File: src/md_pkg.sv
// ----------------------------------------------------------
// RV32M multiply and divide unit shared definitions
// Widths, operator and state encodings, divider constants
// ----------------------------------------------------------

package md_pkg;

  // Data widths
  localparam int unsigned WORD_W = 32;
  localparam int unsigned HALF_W = 16;

  // Operand and result word
  typedef logic [WORD_W-1:0] word_t;

  // One half of an operand as fed to the 17x17 multiplier
  typedef logic [HALF_W-1:0] half_t;

  // Partial sum with room for carry and sign
  typedef logic [WORD_W+1:0] acc_t;

  // Divider iteration counter
  typedef logic [4:0] count_t;

  // Bit 0 marks operand a signed, bit 1 marks operand b signed
  typedef logic [1:0] sign_mode_t;

  // Counter load value for the 31 compare steps
  localparam count_t DIV_ITER_START = 5'd31;

  typedef enum logic [1:0] {
    MD_OP_MULL,
    MD_OP_MULH,
    MD_OP_DIV,
    MD_OP_REM
  } md_op_e;

  // Partial product being accumulated
  typedef enum logic [1:0] {
    ALBL,
    ALBH,
    AHBL,
    AHBH
  } mult_state_e;

  typedef enum logic [2:0] {
    DIV_IDLE,
    DIV_ABS_A,
    DIV_ABS_B,
    DIV_COMP,
    DIV_LAST,
    DIV_CHANGE_SIGN,
    DIV_FINISH
  } div_state_e;

endpackage

File: src/md_div_long.sv
// ----------------------------------------------------------
// Long divider for DIV and REM
// Absolute values, 31 compare-subtract steps, a last step
// and a final sign fix on the quotient or remainder
// ----------------------------------------------------------

`timescale 1ns/1ps

module md_div_long (
  input  logic          clk_i,
  input  logic          rst_ni,
  input  logic          start_i,
  input  md_pkg::word_t op_a_i,
  input  md_pkg::word_t op_b_i,
  input  logic          is_rem_i,
  input  logic          sign_a_i,
  input  logic          sign_b_i,
  output md_pkg::word_t result_o,
  output logic          done_o
);

  import md_pkg::*;

  div_state_e        state_q, state_d;
  word_t             num_q, num_d;
  word_t             den_q, den_d;
  word_t             rem_q, rem_d;
  word_t             quot_q, quot_d;
  count_t            count_q, count_d;
  logic              done_q;
  logic [WORD_W:0]   sub_a;
  logic [WORD_W:0]   sub_b;
  logic [WORD_W:0]   sub_res;
  logic              rem_ge;
  word_t             next_rem;
  word_t             next_quot;
  word_t             one_shift;
  logic              div_change;
  logic              rem_change;

  // A borrow out of the shared subtractor means remainder below divisor
  assign sub_res = sub_a - sub_b;
  assign rem_ge  = ~sub_res[WORD_W];

  assign one_shift = {{(WORD_W-1){1'b0}}, 1'b1} << count_q;
  assign next_rem  = rem_ge ? sub_res[WORD_W-1:0] : rem_q;
  assign next_quot = rem_ge ? (quot_q | one_shift) : quot_q;

  // Quotient is negative for mixed signs and the remainder follows the dividend
  assign div_change = sign_a_i ^ sign_b_i;
  assign rem_change = sign_a_i;

  always_comb begin
    state_d = state_q;
    num_d   = num_q;
    den_d   = den_q;
    rem_d   = rem_q;
    quot_d  = quot_q;
    count_d = count_q;
    sub_a   = '0;
    sub_b   = {1'b0, op_b_i};

    unique case (state_q)
      DIV_IDLE: begin
        if (start_i) begin
          // Division by zero answers all ones for DIV and the dividend for REM
          rem_d = is_rem_i ? op_a_i : '1;
          // A zero divisor skips the sign fix entirely
          if (op_b_i == '0) begin
            state_d = DIV_FINISH;
          end else begin
            state_d = DIV_ABS_A;
          end
        end
      end

      DIV_ABS_A: begin
        sub_b   = {1'b0, op_a_i};
        num_d   = sign_a_i ? sub_res[WORD_W-1:0] : op_a_i;
        quot_d  = '0;
        state_d = DIV_ABS_B;
      end

      DIV_ABS_B: begin
        sub_b   = {1'b0, op_b_i};
        den_d   = sign_b_i ? sub_res[WORD_W-1:0] : op_b_i;
        rem_d   = {{(WORD_W-1){1'b0}}, num_q[WORD_W-1]};
        count_d = DIV_ITER_START;
        state_d = DIV_COMP;
      end

      DIV_COMP: begin
        sub_a   = {1'b0, rem_q};
        sub_b   = {1'b0, den_q};
        count_d = count_q - count_t'(1);
        // Shift the next dividend bit into the partial remainder
        rem_d   = {next_rem[WORD_W-2:0], num_q[count_d]};
        quot_d  = next_quot;
        if (count_q == count_t'(1)) begin
          state_d = DIV_LAST;
        end
      end

      DIV_LAST: begin
        sub_a   = {1'b0, rem_q};
        sub_b   = {1'b0, den_q};
        rem_d   = is_rem_i ? next_rem : next_quot;
        state_d = DIV_CHANGE_SIGN;
      end

      DIV_CHANGE_SIGN: begin
        sub_b = {1'b0, rem_q};
        if (is_rem_i ? rem_change : div_change) begin
          rem_d = sub_res[WORD_W-1:0];
        end
        state_d = DIV_FINISH;
      end

      DIV_FINISH: begin
        state_d = DIV_IDLE;
      end

      default: begin
        state_d = DIV_IDLE;
      end
    endcase
  end

  always_ff @(posedge clk_i or negedge rst_ni) begin
    if (!rst_ni) begin
      state_q <= DIV_IDLE;
      count_q <= '0;
      done_q  <= 1'b0;
    end else begin
      state_q <= state_d;
      count_q <= count_d;
      done_q  <= (state_q == DIV_FINISH);
    end
  end

  always_ff @(posedge clk_i) begin
    num_q  <= num_d;
    den_q  <= den_d;
    rem_q  <= rem_d;
    quot_q <= quot_d;
  end

  // Final word sits in the remainder register from the sign fix onward
  assign result_o = rem_q;
  assign done_o   = done_q;

endmodule

File: src/md_mult_iter.sv
// ----------------------------------------------------------
// Iterative multiplier for MUL and MULH
// One 17x17 signed multiply-accumulate per cycle over the
// four 16-bit partial products
// ----------------------------------------------------------

`timescale 1ns/1ps

module md_mult_iter (
  input  logic          clk_i,
  input  logic          rst_ni,
  input  logic          start_i,
  input  md_pkg::word_t op_a_i,
  input  md_pkg::word_t op_b_i,
  input  logic          is_high_i,
  input  logic          sign_a_i,
  input  logic          sign_b_i,
  input  logic          signed_mult_i,
  output md_pkg::word_t result_o,
  output logic          done_o
);

  import md_pkg::*;

  mult_state_e state_q, state_d;
  half_t       mult_op_a;
  half_t       mult_op_b;
  logic        mac_sign_a;
  logic        mac_sign_b;
  acc_t        accum;
  acc_t        mac_res;
  acc_t        acc_q, acc_d;
  logic        step;
  logic        fin;
  word_t       fin_word;
  word_t       result_q;
  logic        done_q;

  // Top two bits of the exact sum always agree, so 34 bits hold it
  assign mac_res = $signed({mac_sign_a, mult_op_a}) * $signed({mac_sign_b, mult_op_b})
                 + $signed(accum);

  // ALBL waits for a start, every other state advances each cycle
  assign step = (state_q != ALBL) | start_i;

  always_comb begin
    mult_op_a  = op_a_i[HALF_W-1:0];
    mult_op_b  = op_b_i[HALF_W-1:0];
    mac_sign_a = 1'b0;
    mac_sign_b = 1'b0;
    accum      = '0;
    acc_d      = acc_q;
    state_d    = state_q;
    fin        = 1'b0;
    fin_word   = mac_res[WORD_W-1:0];

    unique case (state_q)
      ALBL: begin
        acc_d = mac_res;
        if (start_i) begin
          state_d = ALBH;
        end
      end

      ALBH: begin
        mult_op_b  = op_b_i[WORD_W-1:HALF_W];
        mac_sign_b = sign_b_i;
        // Low by low product is unsigned and carries nothing
        accum      = {18'b0, acc_q[WORD_W-1:HALF_W]};
        if (is_high_i) begin
          acc_d = mac_res;
        end else begin
          acc_d = {2'b0, mac_res[HALF_W-1:0], acc_q[HALF_W-1:0]};
        end
        state_d = AHBL;
      end

      AHBL: begin
        mult_op_a  = op_a_i[WORD_W-1:HALF_W];
        mac_sign_a = sign_a_i;
        if (is_high_i) begin
          accum   = acc_q;
          acc_d   = mac_res;
          state_d = AHBH;
        end else begin
          accum    = {18'b0, acc_q[WORD_W-1:HALF_W]};
          fin      = 1'b1;
          fin_word = {mac_res[HALF_W-1:0], acc_q[HALF_W-1:0]};
          state_d  = ALBL;
        end
      end

      AHBH: begin
        mult_op_a  = op_a_i[WORD_W-1:HALF_W];
        mult_op_b  = op_b_i[WORD_W-1:HALF_W];
        mac_sign_a = sign_a_i;
        mac_sign_b = sign_b_i;
        // Carry in the upper word, sign extended for any signed mode
        accum      = {{16{signed_mult_i & acc_q[WORD_W+1]}}, acc_q[WORD_W+1:HALF_W]};
        fin        = 1'b1;
        state_d    = ALBL;
      end

      default: begin
        state_d = ALBL;
      end
    endcase
  end

  always_ff @(posedge clk_i or negedge rst_ni) begin
    if (!rst_ni) begin
      state_q <= ALBL;
      done_q  <= 1'b0;
    end else begin
      state_q <= state_d;
      done_q  <= fin;
    end
  end

  always_ff @(posedge clk_i) begin
    if (step) begin
      acc_q <= acc_d;
    end
    if (fin) begin
      result_q <= fin_word;
    end
  end

  assign result_o = result_q;
  assign done_o   = done_q;

endmodule

File: src/md_operand_ctrl.sv
// ----------------------------------------------------------
// Operand capture and operator decode
// Holds the operation stable for the engines and tracks busy
// ----------------------------------------------------------

`timescale 1ns/1ps

module md_operand_ctrl (
  input  logic                clk_i,
  input  logic                rst_ni,
  input  logic                start_i,
  input  md_pkg::md_op_e      operator_i,
  input  md_pkg::sign_mode_t  signed_mode_i,
  input  md_pkg::word_t       op_a_i,
  input  md_pkg::word_t       op_b_i,
  input  logic                result_taken_i,
  output md_pkg::word_t       op_a_o,
  output md_pkg::word_t       op_b_o,
  output md_pkg::md_op_e      operator_o,
  output logic                sign_a_o,
  output logic                sign_b_o,
  output logic                signed_mult_o,
  output logic                mult_start_o,
  output logic                div_start_o,
  output logic                busy_o
);

  import md_pkg::*;

  logic   accept;
  logic   is_mult_op;
  word_t  op_a_q;
  word_t  op_b_q;
  md_op_e operator_q;
  logic   sign_a_q;
  logic   sign_b_q;
  logic   signed_mult_q;
  logic   mult_start_q;
  logic   div_start_q;
  logic   busy_q;

  // Requests arriving while an operation is in flight are dropped
  assign accept     = start_i & ~busy_q;
  assign is_mult_op = (operator_i == MD_OP_MULL) | (operator_i == MD_OP_MULH);

  always_ff @(posedge clk_i or negedge rst_ni) begin
    if (!rst_ni) begin
      mult_start_q <= 1'b0;
      div_start_q  <= 1'b0;
      busy_q       <= 1'b0;
    end else begin
      mult_start_q <= accept & is_mult_op;
      div_start_q  <= accept & ~is_mult_op;
      if (accept) begin
        busy_q <= 1'b1;
      end else if (result_taken_i) begin
        busy_q <= 1'b0;
      end
    end
  end

  // Operand signs are derived once here and shared by both engines
  always_ff @(posedge clk_i) begin
    if (accept) begin
      op_a_q        <= op_a_i;
      op_b_q        <= op_b_i;
      operator_q    <= operator_i;
      sign_a_q      <= signed_mode_i[0] & op_a_i[WORD_W-1];
      sign_b_q      <= signed_mode_i[1] & op_b_i[WORD_W-1];
      signed_mult_q <= |signed_mode_i;
    end
  end

  assign op_a_o        = op_a_q;
  assign op_b_o        = op_b_q;
  assign operator_o    = operator_q;
  assign sign_a_o      = sign_a_q;
  assign sign_b_o      = sign_b_q;
  assign signed_mult_o = signed_mult_q;
  assign mult_start_o  = mult_start_q;
  assign div_start_o   = div_start_q;
  assign busy_o        = busy_q;

endmodule

File: src/md_result_out.sv
// ----------------------------------------------------------
// Result register of the multiply and divide unit
// Captures the finishing engine's word and pulses valid
// ----------------------------------------------------------

`timescale 1ns/1ps

module md_result_out (
  input  logic          clk_i,
  input  logic          rst_ni,
  input  logic          mult_done_i,
  input  md_pkg::word_t mult_result_i,
  input  logic          div_done_i,
  input  md_pkg::word_t div_result_i,
  output md_pkg::word_t result_o,
  output logic          valid_o,
  output logic          result_taken_o
);

  import md_pkg::*;

  logic  done_any;
  word_t result_q;
  logic  valid_q;

  // Only one engine runs at a time
  assign done_any = mult_done_i | div_done_i;

  always_ff @(posedge clk_i or negedge rst_ni) begin
    if (!rst_ni) begin
      valid_q <= 1'b0;
    end else begin
      valid_q <= done_any;
    end
  end

  // Word stays here until the next operation completes
  always_ff @(posedge clk_i) begin
    if (done_any) begin
      result_q <= mult_done_i ? mult_result_i : div_result_i;
    end
  end

  assign result_o       = result_q;
  assign valid_o        = valid_q;
  assign result_taken_o = done_any;

endmodule

File: src/md_top.sv
// ----------------------------------------------------------
// RV32M multiply and divide unit
// Operand capture, multiplier and divider engines, result
// ----------------------------------------------------------

`timescale 1ns/1ps

module md_top (
  input  logic               clk_i,
  input  logic               rst_ni,
  input  logic               start_i,
  input  md_pkg::md_op_e     operator_i,
  input  md_pkg::sign_mode_t signed_mode_i,
  input  md_pkg::word_t      op_a_i,
  input  md_pkg::word_t      op_b_i,
  output md_pkg::word_t      result_o,
  output logic               valid_o,
  output logic               busy_o
);

  import md_pkg::*;

  word_t  op_a;
  word_t  op_b;
  md_op_e operator;
  logic   sign_a;
  logic   sign_b;
  logic   signed_mult;
  logic   mult_start;
  logic   div_start;
  word_t  mult_result;
  logic   mult_done;
  word_t  div_result;
  logic   div_done;
  logic   result_taken;

  md_operand_ctrl operand_ctrl_i (
    .clk_i          (clk_i),
    .rst_ni         (rst_ni),
    .start_i        (start_i),
    .operator_i     (operator_i),
    .signed_mode_i  (signed_mode_i),
    .op_a_i         (op_a_i),
    .op_b_i         (op_b_i),
    .result_taken_i (result_taken),
    .op_a_o         (op_a),
    .op_b_o         (op_b),
    .operator_o     (operator),
    .sign_a_o       (sign_a),
    .sign_b_o       (sign_b),
    .signed_mult_o  (signed_mult),
    .mult_start_o   (mult_start),
    .div_start_o    (div_start),
    .busy_o         (busy_o)
  );

  md_mult_iter mult_iter_i (
    .clk_i         (clk_i),
    .rst_ni        (rst_ni),
    .start_i       (mult_start),
    .op_a_i        (op_a),
    .op_b_i        (op_b),
    .is_high_i     (operator == MD_OP_MULH),
    .sign_a_i      (sign_a),
    .sign_b_i      (sign_b),
    .signed_mult_i (signed_mult),
    .result_o      (mult_result),
    .done_o        (mult_done)
  );

  md_div_long div_long_i (
    .clk_i    (clk_i),
    .rst_ni   (rst_ni),
    .start_i  (div_start),
    .op_a_i   (op_a),
    .op_b_i   (op_b),
    .is_rem_i (operator == MD_OP_REM),
    .sign_a_i (sign_a),
    .sign_b_i (sign_b),
    .result_o (div_result),
    .done_o   (div_done)
  );

  md_result_out result_out_i (
    .clk_i          (clk_i),
    .rst_ni         (rst_ni),
    .mult_done_i    (mult_done),
    .mult_result_i  (mult_result),
    .div_done_i     (div_done),
    .div_result_i   (div_result),
    .result_o       (result_o),
    .valid_o        (valid_o),
    .result_taken_o (result_taken)
  );

endmodule

File: config.mk
export PLATFORM = sky130hd
export DESIGN_NAME = md_top
export DESIGN_NICKNAME = d
export VERILOG_FILES = /design/src/md_pkg.sv /design/src/md_div_long.sv /design/src/md_mult_iter.sv /design/src/md_operand_ctrl.sv /design/src/md_result_out.sv /design/src/md_top.sv
export SDC_FILE = /design/constraint.sdc
export NUM_CORES = 2
export LEC_CHECK = 0
export BUFFER_PORTS_ARGS = -buffer_cell sky130_fd_sc_hd__buf_2
export CAP_MARGIN = 25
export CORE_AREA = 2 2 232 256
export DETAILED_ROUTE_END_ITERATION = 6
export DIE_AREA = 0 0 234 258
export GPL_ROUTABILITY_DRIVEN = 1
export GPL_TIMING_DRIVEN = 0
export PLACE_DENSITY_LB_ADDON = 0.05
export SETUP_SLACK_MARGIN = 0.3
export SYNTH_ARGS = -nofsm -noshare
export SYNTH_HDL_FRONTEND = slang
export SYNTH_SLANG_ARGS = --single-unit
File: constraint.sdc
create_clock -name clk_i -period 10.25 [get_ports clk_i]
set_input_delay 2.5625 -clock clk_i [delete_from_list [all_inputs] [get_ports clk_i]]
set_output_delay 2.5625 -clock clk_i [all_outputs]
set_load 0.02 [all_outputs]
==> impl_metrics.sql <==
INSERT INTO impl_metrics (metric_group, metric, value, unit) VALUES
('run_status', 'status', 'complete, but fails checks', ''),
('run_status', 'failed_checks', 'design-rule violations', ''),
('critical_path', 'critical_path.max_fanout', '11', ''),
('synth', 'synth_enable_flop_cells', '295', ''),
('sta', 'maxSlewHeadroom', '0.239', ''),
('route', 'drt-total-wl', '116', 'mm'),
('final_layout', 'syn2layout_area_growth', '9.53', '%'),
('sta', 'worst_skew', '0.0352', 'ns'),
('clocking', 'cts-hold-fix-buffers', '0', ''),
('clocking', 'clkTransAtPathRegs', '0.06', 'ns'),
('route', 'final_antenna_net_count', '0', ''),
('route', 'wl_met1', '41.4', 'mm'),
('final_layout', 'fill_count', '5199', ''),
('clocking', 'cts-buffers-inserted', '35', ''),
('synth', 'synth_seq_cells', '311', ''),
('critical_path', 'crit_path_end_kind', 'flop', ''),
('synth', 'synthCells', '3073', ''),
('critical_path', 'worst_setup_path_startpoint', 'mult_iter_i.state_q[0]$_DFFE_PN0N_', ''),
('synth', 'yosys_most_used_dff', 'sky130_fd_sc_hd__edfxtp_1', ''),
('route', 'route.detailed.vias_per_inst', '6.17', ''),
('die', 'std_cell_rows', '93', ''),
('global_route', 'global_route_wire_length_before_repair', '168', 'mm'),
('clocking', 'clk_latency', '0.58', 'ns'),
('clocking', 'cts.root.buffer_cell', 'sky130_fd_sc_hd__clkbuf_16', ''),
('synth', 'synth-warning-count', '0', ''),
('die', 'floorplan.die_area', '60400', 'um^2'),
('die', 'floorplan.initialDensity', '0.522', ''),
('synth', 'syn-mean-instance-area', '9.87', 'um^2'),
('place', 'place_congestion', '1.04', ''),
('critical_path', 'worst_ep_required_time', '10.50', 'ns'),
('global_route', 'grt.total_usage', '0.390', ''),
('synth', 'syn-cell-area', '30300', 'um^2'),
('synth', 'synth_top_cell_area_share', '0.292', ''),
('sta', 'grt_setup_unrepaired', 'false', ''),
('synth', 'synth-async-reset-ratio', '0.0514', ''),
('route', 'metal3_wl', '9.04', 'mm'),
('worst_hold_path', 'holdCritStartpoint', 'operand_ctrl_i.mult_start_o$_DFF_PN0_', ''),
('route', 'initialDrtViolationCount', '2727', ''),
('worst_hold_path', 'timing.hold.worst.class', 'flop to flop', ''),
('synth', 'syn_nets', '3626', ''),
('critical_path', 'startpoint_type', 'flop', ''),
('critical_path', 'r2r-start', 'mult_iter_i.state_q[0]$_DFFE_PN0N_', ''),
('critical_path', 'setup.worst_path.class', 'flop to flop', ''),
('clocking', 'clockBufferDepth', '3', ''),
('route', 'met2WireLength', '56.5', 'mm'),
('sta', 'fmax', '106', 'MHz'),
('sta', 'finalWorstSetupSlack', '0.771', 'ns'),
('clocking', 'tritoncts', 'done', ''),
('final_layout', 'fraction_of_layout_cells_with_a_size_suffix_above_1', '0.112', ''),
('synth', 'synth-seq-area-share', '0.305', ''),
('run', 'max_cap_violations', '0', ''),
('die', 'floorplan.io_pins', '105', ''),
('die', 'die_w', '234', 'um'),
('synth', 'synth.largest_area_cell', 'sky130_fd_sc_hd__edfxtp_1', ''),
('synth', 'distinct_cells_synth', '80', ''),
('route', 'detailedRoute.firstPassIterationCount', '7', ''),
('route', 'drt-wirelength-per-cell', '28.9', 'um'),
('route', 'vias', '24823', ''),
('global_route', 'grt_antenna_before_repair', '1', ''),
('place', 'post-place-ws', '0.913', 'ns'),
('global_route', 'globalRouteOverflowTotal', '0', ''),
('synth', 'synthMostInstantiatedCell', 'sky130_fd_sc_hd__inv_1', ''),
('synth', 'yosys-top-cells-area', 'sky130_fd_sc_hd__edfxtp_1 (29%), sky130_fd_sc_hd__fa_1 (22%), sky130_fd_sc_hd__ha_1 (5.9%), sky130_fd_sc_hd__inv_1 (5.8%), sky130_fd_sc_hd__mux2_2 (4.4%)', ''),
('sta', 'setup_viol', '0', ''),
('sta', 'report.final.slew_viol_count', '0', ''),
('critical_path', 'arrival', '9.73', 'ns'),
('global_route', 'grt_max_degree', '38', ''),
('clocking', 'post_cts_resized', '0', ''),
('final_layout', 'layout_net_count', '3790', ''),
('clocking', 'post_cts.repair.setup_buffers', '0', ''),
('route', 'drc_errors_left', '7', '');
-- placed cells by master (no fill, tap or decap), drive strengths merged, types with 27 or more instances in the layout --
cell / synthesis / routed
a21oi: 183 / 183
a22oi: 41 / 41
a31oi: 31 / 31
and2: 62 / 62
buf: 28 / 155
clkbuf: 122 / 170
edfxtp: 295 / 295
fa: 340 / 340
ha: 142 / 142
inv: 470 / 472
mux2: 119 / 119
mux2i: 69 / 69
nand2: 312 / 312
nand3: 27 / 27
nor2: 318 / 318
o21ai: 81 / 81
o221ai: 31 / 31
o22ai: 34 / 34
xnor2: 45 / 45
-- path summary, 6_finish.rpt --
kind | end | slack, ns | depth (start not counted)
setup / recovery | mult_iter_i.result_o[31]$_DFFE_PP_ | 0.77 | 24
hold / removal | mult_iter_i.state_q[0]$_DFFE_PN0N_ | 0.52 | 1
setup reg to reg | mult_iter_i.result_o[31]$_DFFE_PP_ | 0.77 | 24
hold reg to reg | mult_iter_i.state_q[0]$_DFFE_PN0N_ | 0.52 | 1
max in group asynchronous | div_long_i.state_q[0]$_DFFE_PN0P_ | 7.85 | 1
min in group asynchronous | div_long_i.count_q[3]$_DFFE_PN0P_ | 1.99 | 1
-- cell type report --
cell class              count  area, um^2  share of cell area
clock inverters            14         139             0.00418
clock buffers              48         965              0.0290
diodes                      1        2.50           0.0000753
plain buffers             150         603              0.0182
well taps                 760         951              0.0286
inverters                 471        1770              0.0532
repair buffers            127         801              0.0241
flip-flops and latches    311        9260               0.279
multi-input cells        2141       18700               0.564
-- sequential cells by signal, summed over array words and instances (netlist names), 2 cells and up --
signal / cells
div_long_i.den_q: 32
mult_iter_i.state_q: 2
operand_ctrl_i.op_a_o: 32
div_long_i.result_o: 32
div_long_i.quot_q: 32
div_long_i.state_q: 3
div_long_i.num_q: 32
mult_iter_i.result_o: 32
result_out_i.result_o: 32
div_long_i.count_q: 5
operand_ctrl_i.op_b_o: 32
mult_iter_i.acc_q: 34
operand_ctrl_i.operator_o: 2
-- logic make-up (layout without fill, tap and decap cells) --
logic type | Yosys count | in the layout | share of synthesized area
xor+xnor | 67 | 67 | 0.0194
buf+inv | 621 | 810 | 0.0782
flops | 311 | 311 | 0.305
compound gates | 549 | 549 | 0.118
mux | 198 | 198 | 0.0744
simple gates | 845 | 845 | 0.121
fa+ha+maj | 482 | 482 | 0.283
other cells | 0 | 1 | 0
-- stage by stage --
step           TNS [ns]  area, um^2  hold slack, ns  instances   util
3_5_place_dp          0       32100           0.491       3960  0.553
5_1_grt               0       33200           0.533       4022  0.572
3_3_place_gp     -0.959       31800           0.513       3937  0.548
4_1_cts               0       33200           0.516       4022  0.572
6_report              0       33200           0.524       4023  0.572
2_1_floorplan         0       30300           0.451       3073      -
-- metal layers --
metal / global-route usage / up-vias
met2: 0.646 / 1322
met4: 0.254 / 2
met3: 0.0579 / 334
met5: 0 / -
met1: 0.474 / 12500
li1: - / 10665
-- critical path, cell delays in order (launching register included) --
cell	delay, ns
sky130_fd_sc_hd__dfrtp_1	0.34
sky130_fd_sc_hd__clkbuf_1	0.79
sky130_fd_sc_hd__buf_1	0.48
sky130_fd_sc_hd__clkbuf_1	0.73
sky130_fd_sc_hd__mux2i_1	0.80
sky130_fd_sc_hd__nor2_1	0.16
sky130_fd_sc_hd__fa_1	0.56
sky130_fd_sc_hd__inv_1	0.05
sky130_fd_sc_hd__fa_1	0.53
sky130_fd_sc_hd__inv_1	0.05
sky130_fd_sc_hd__fa_1	0.48
sky130_fd_sc_hd__fa_1	0.43
sky130_fd_sc_hd__fa_1	0.52
sky130_fd_sc_hd__inv_1	0.06
sky130_fd_sc_hd__fa_1	0.53
sky130_fd_sc_hd__inv_1	0.06
sky130_fd_sc_hd__ha_1	0.37
sky130_fd_sc_hd__a21o_1	0.19
sky130_fd_sc_hd__a21oi_1	0.17
sky130_fd_sc_hd__o21ai_0	0.17
sky130_fd_sc_hd__o311ai_2	0.39
sky130_fd_sc_hd__o21ai_0	0.22
sky130_fd_sc_hd__o41ai_1	0.44
sky130_fd_sc_hd__xor2_1	0.39
sky130_fd_sc_hd__o21ai_0	0.25
Power is left out: the tool's default activity adds up to more than one toggle a clock period on the data nets, which glitch-free logic cannot reach.
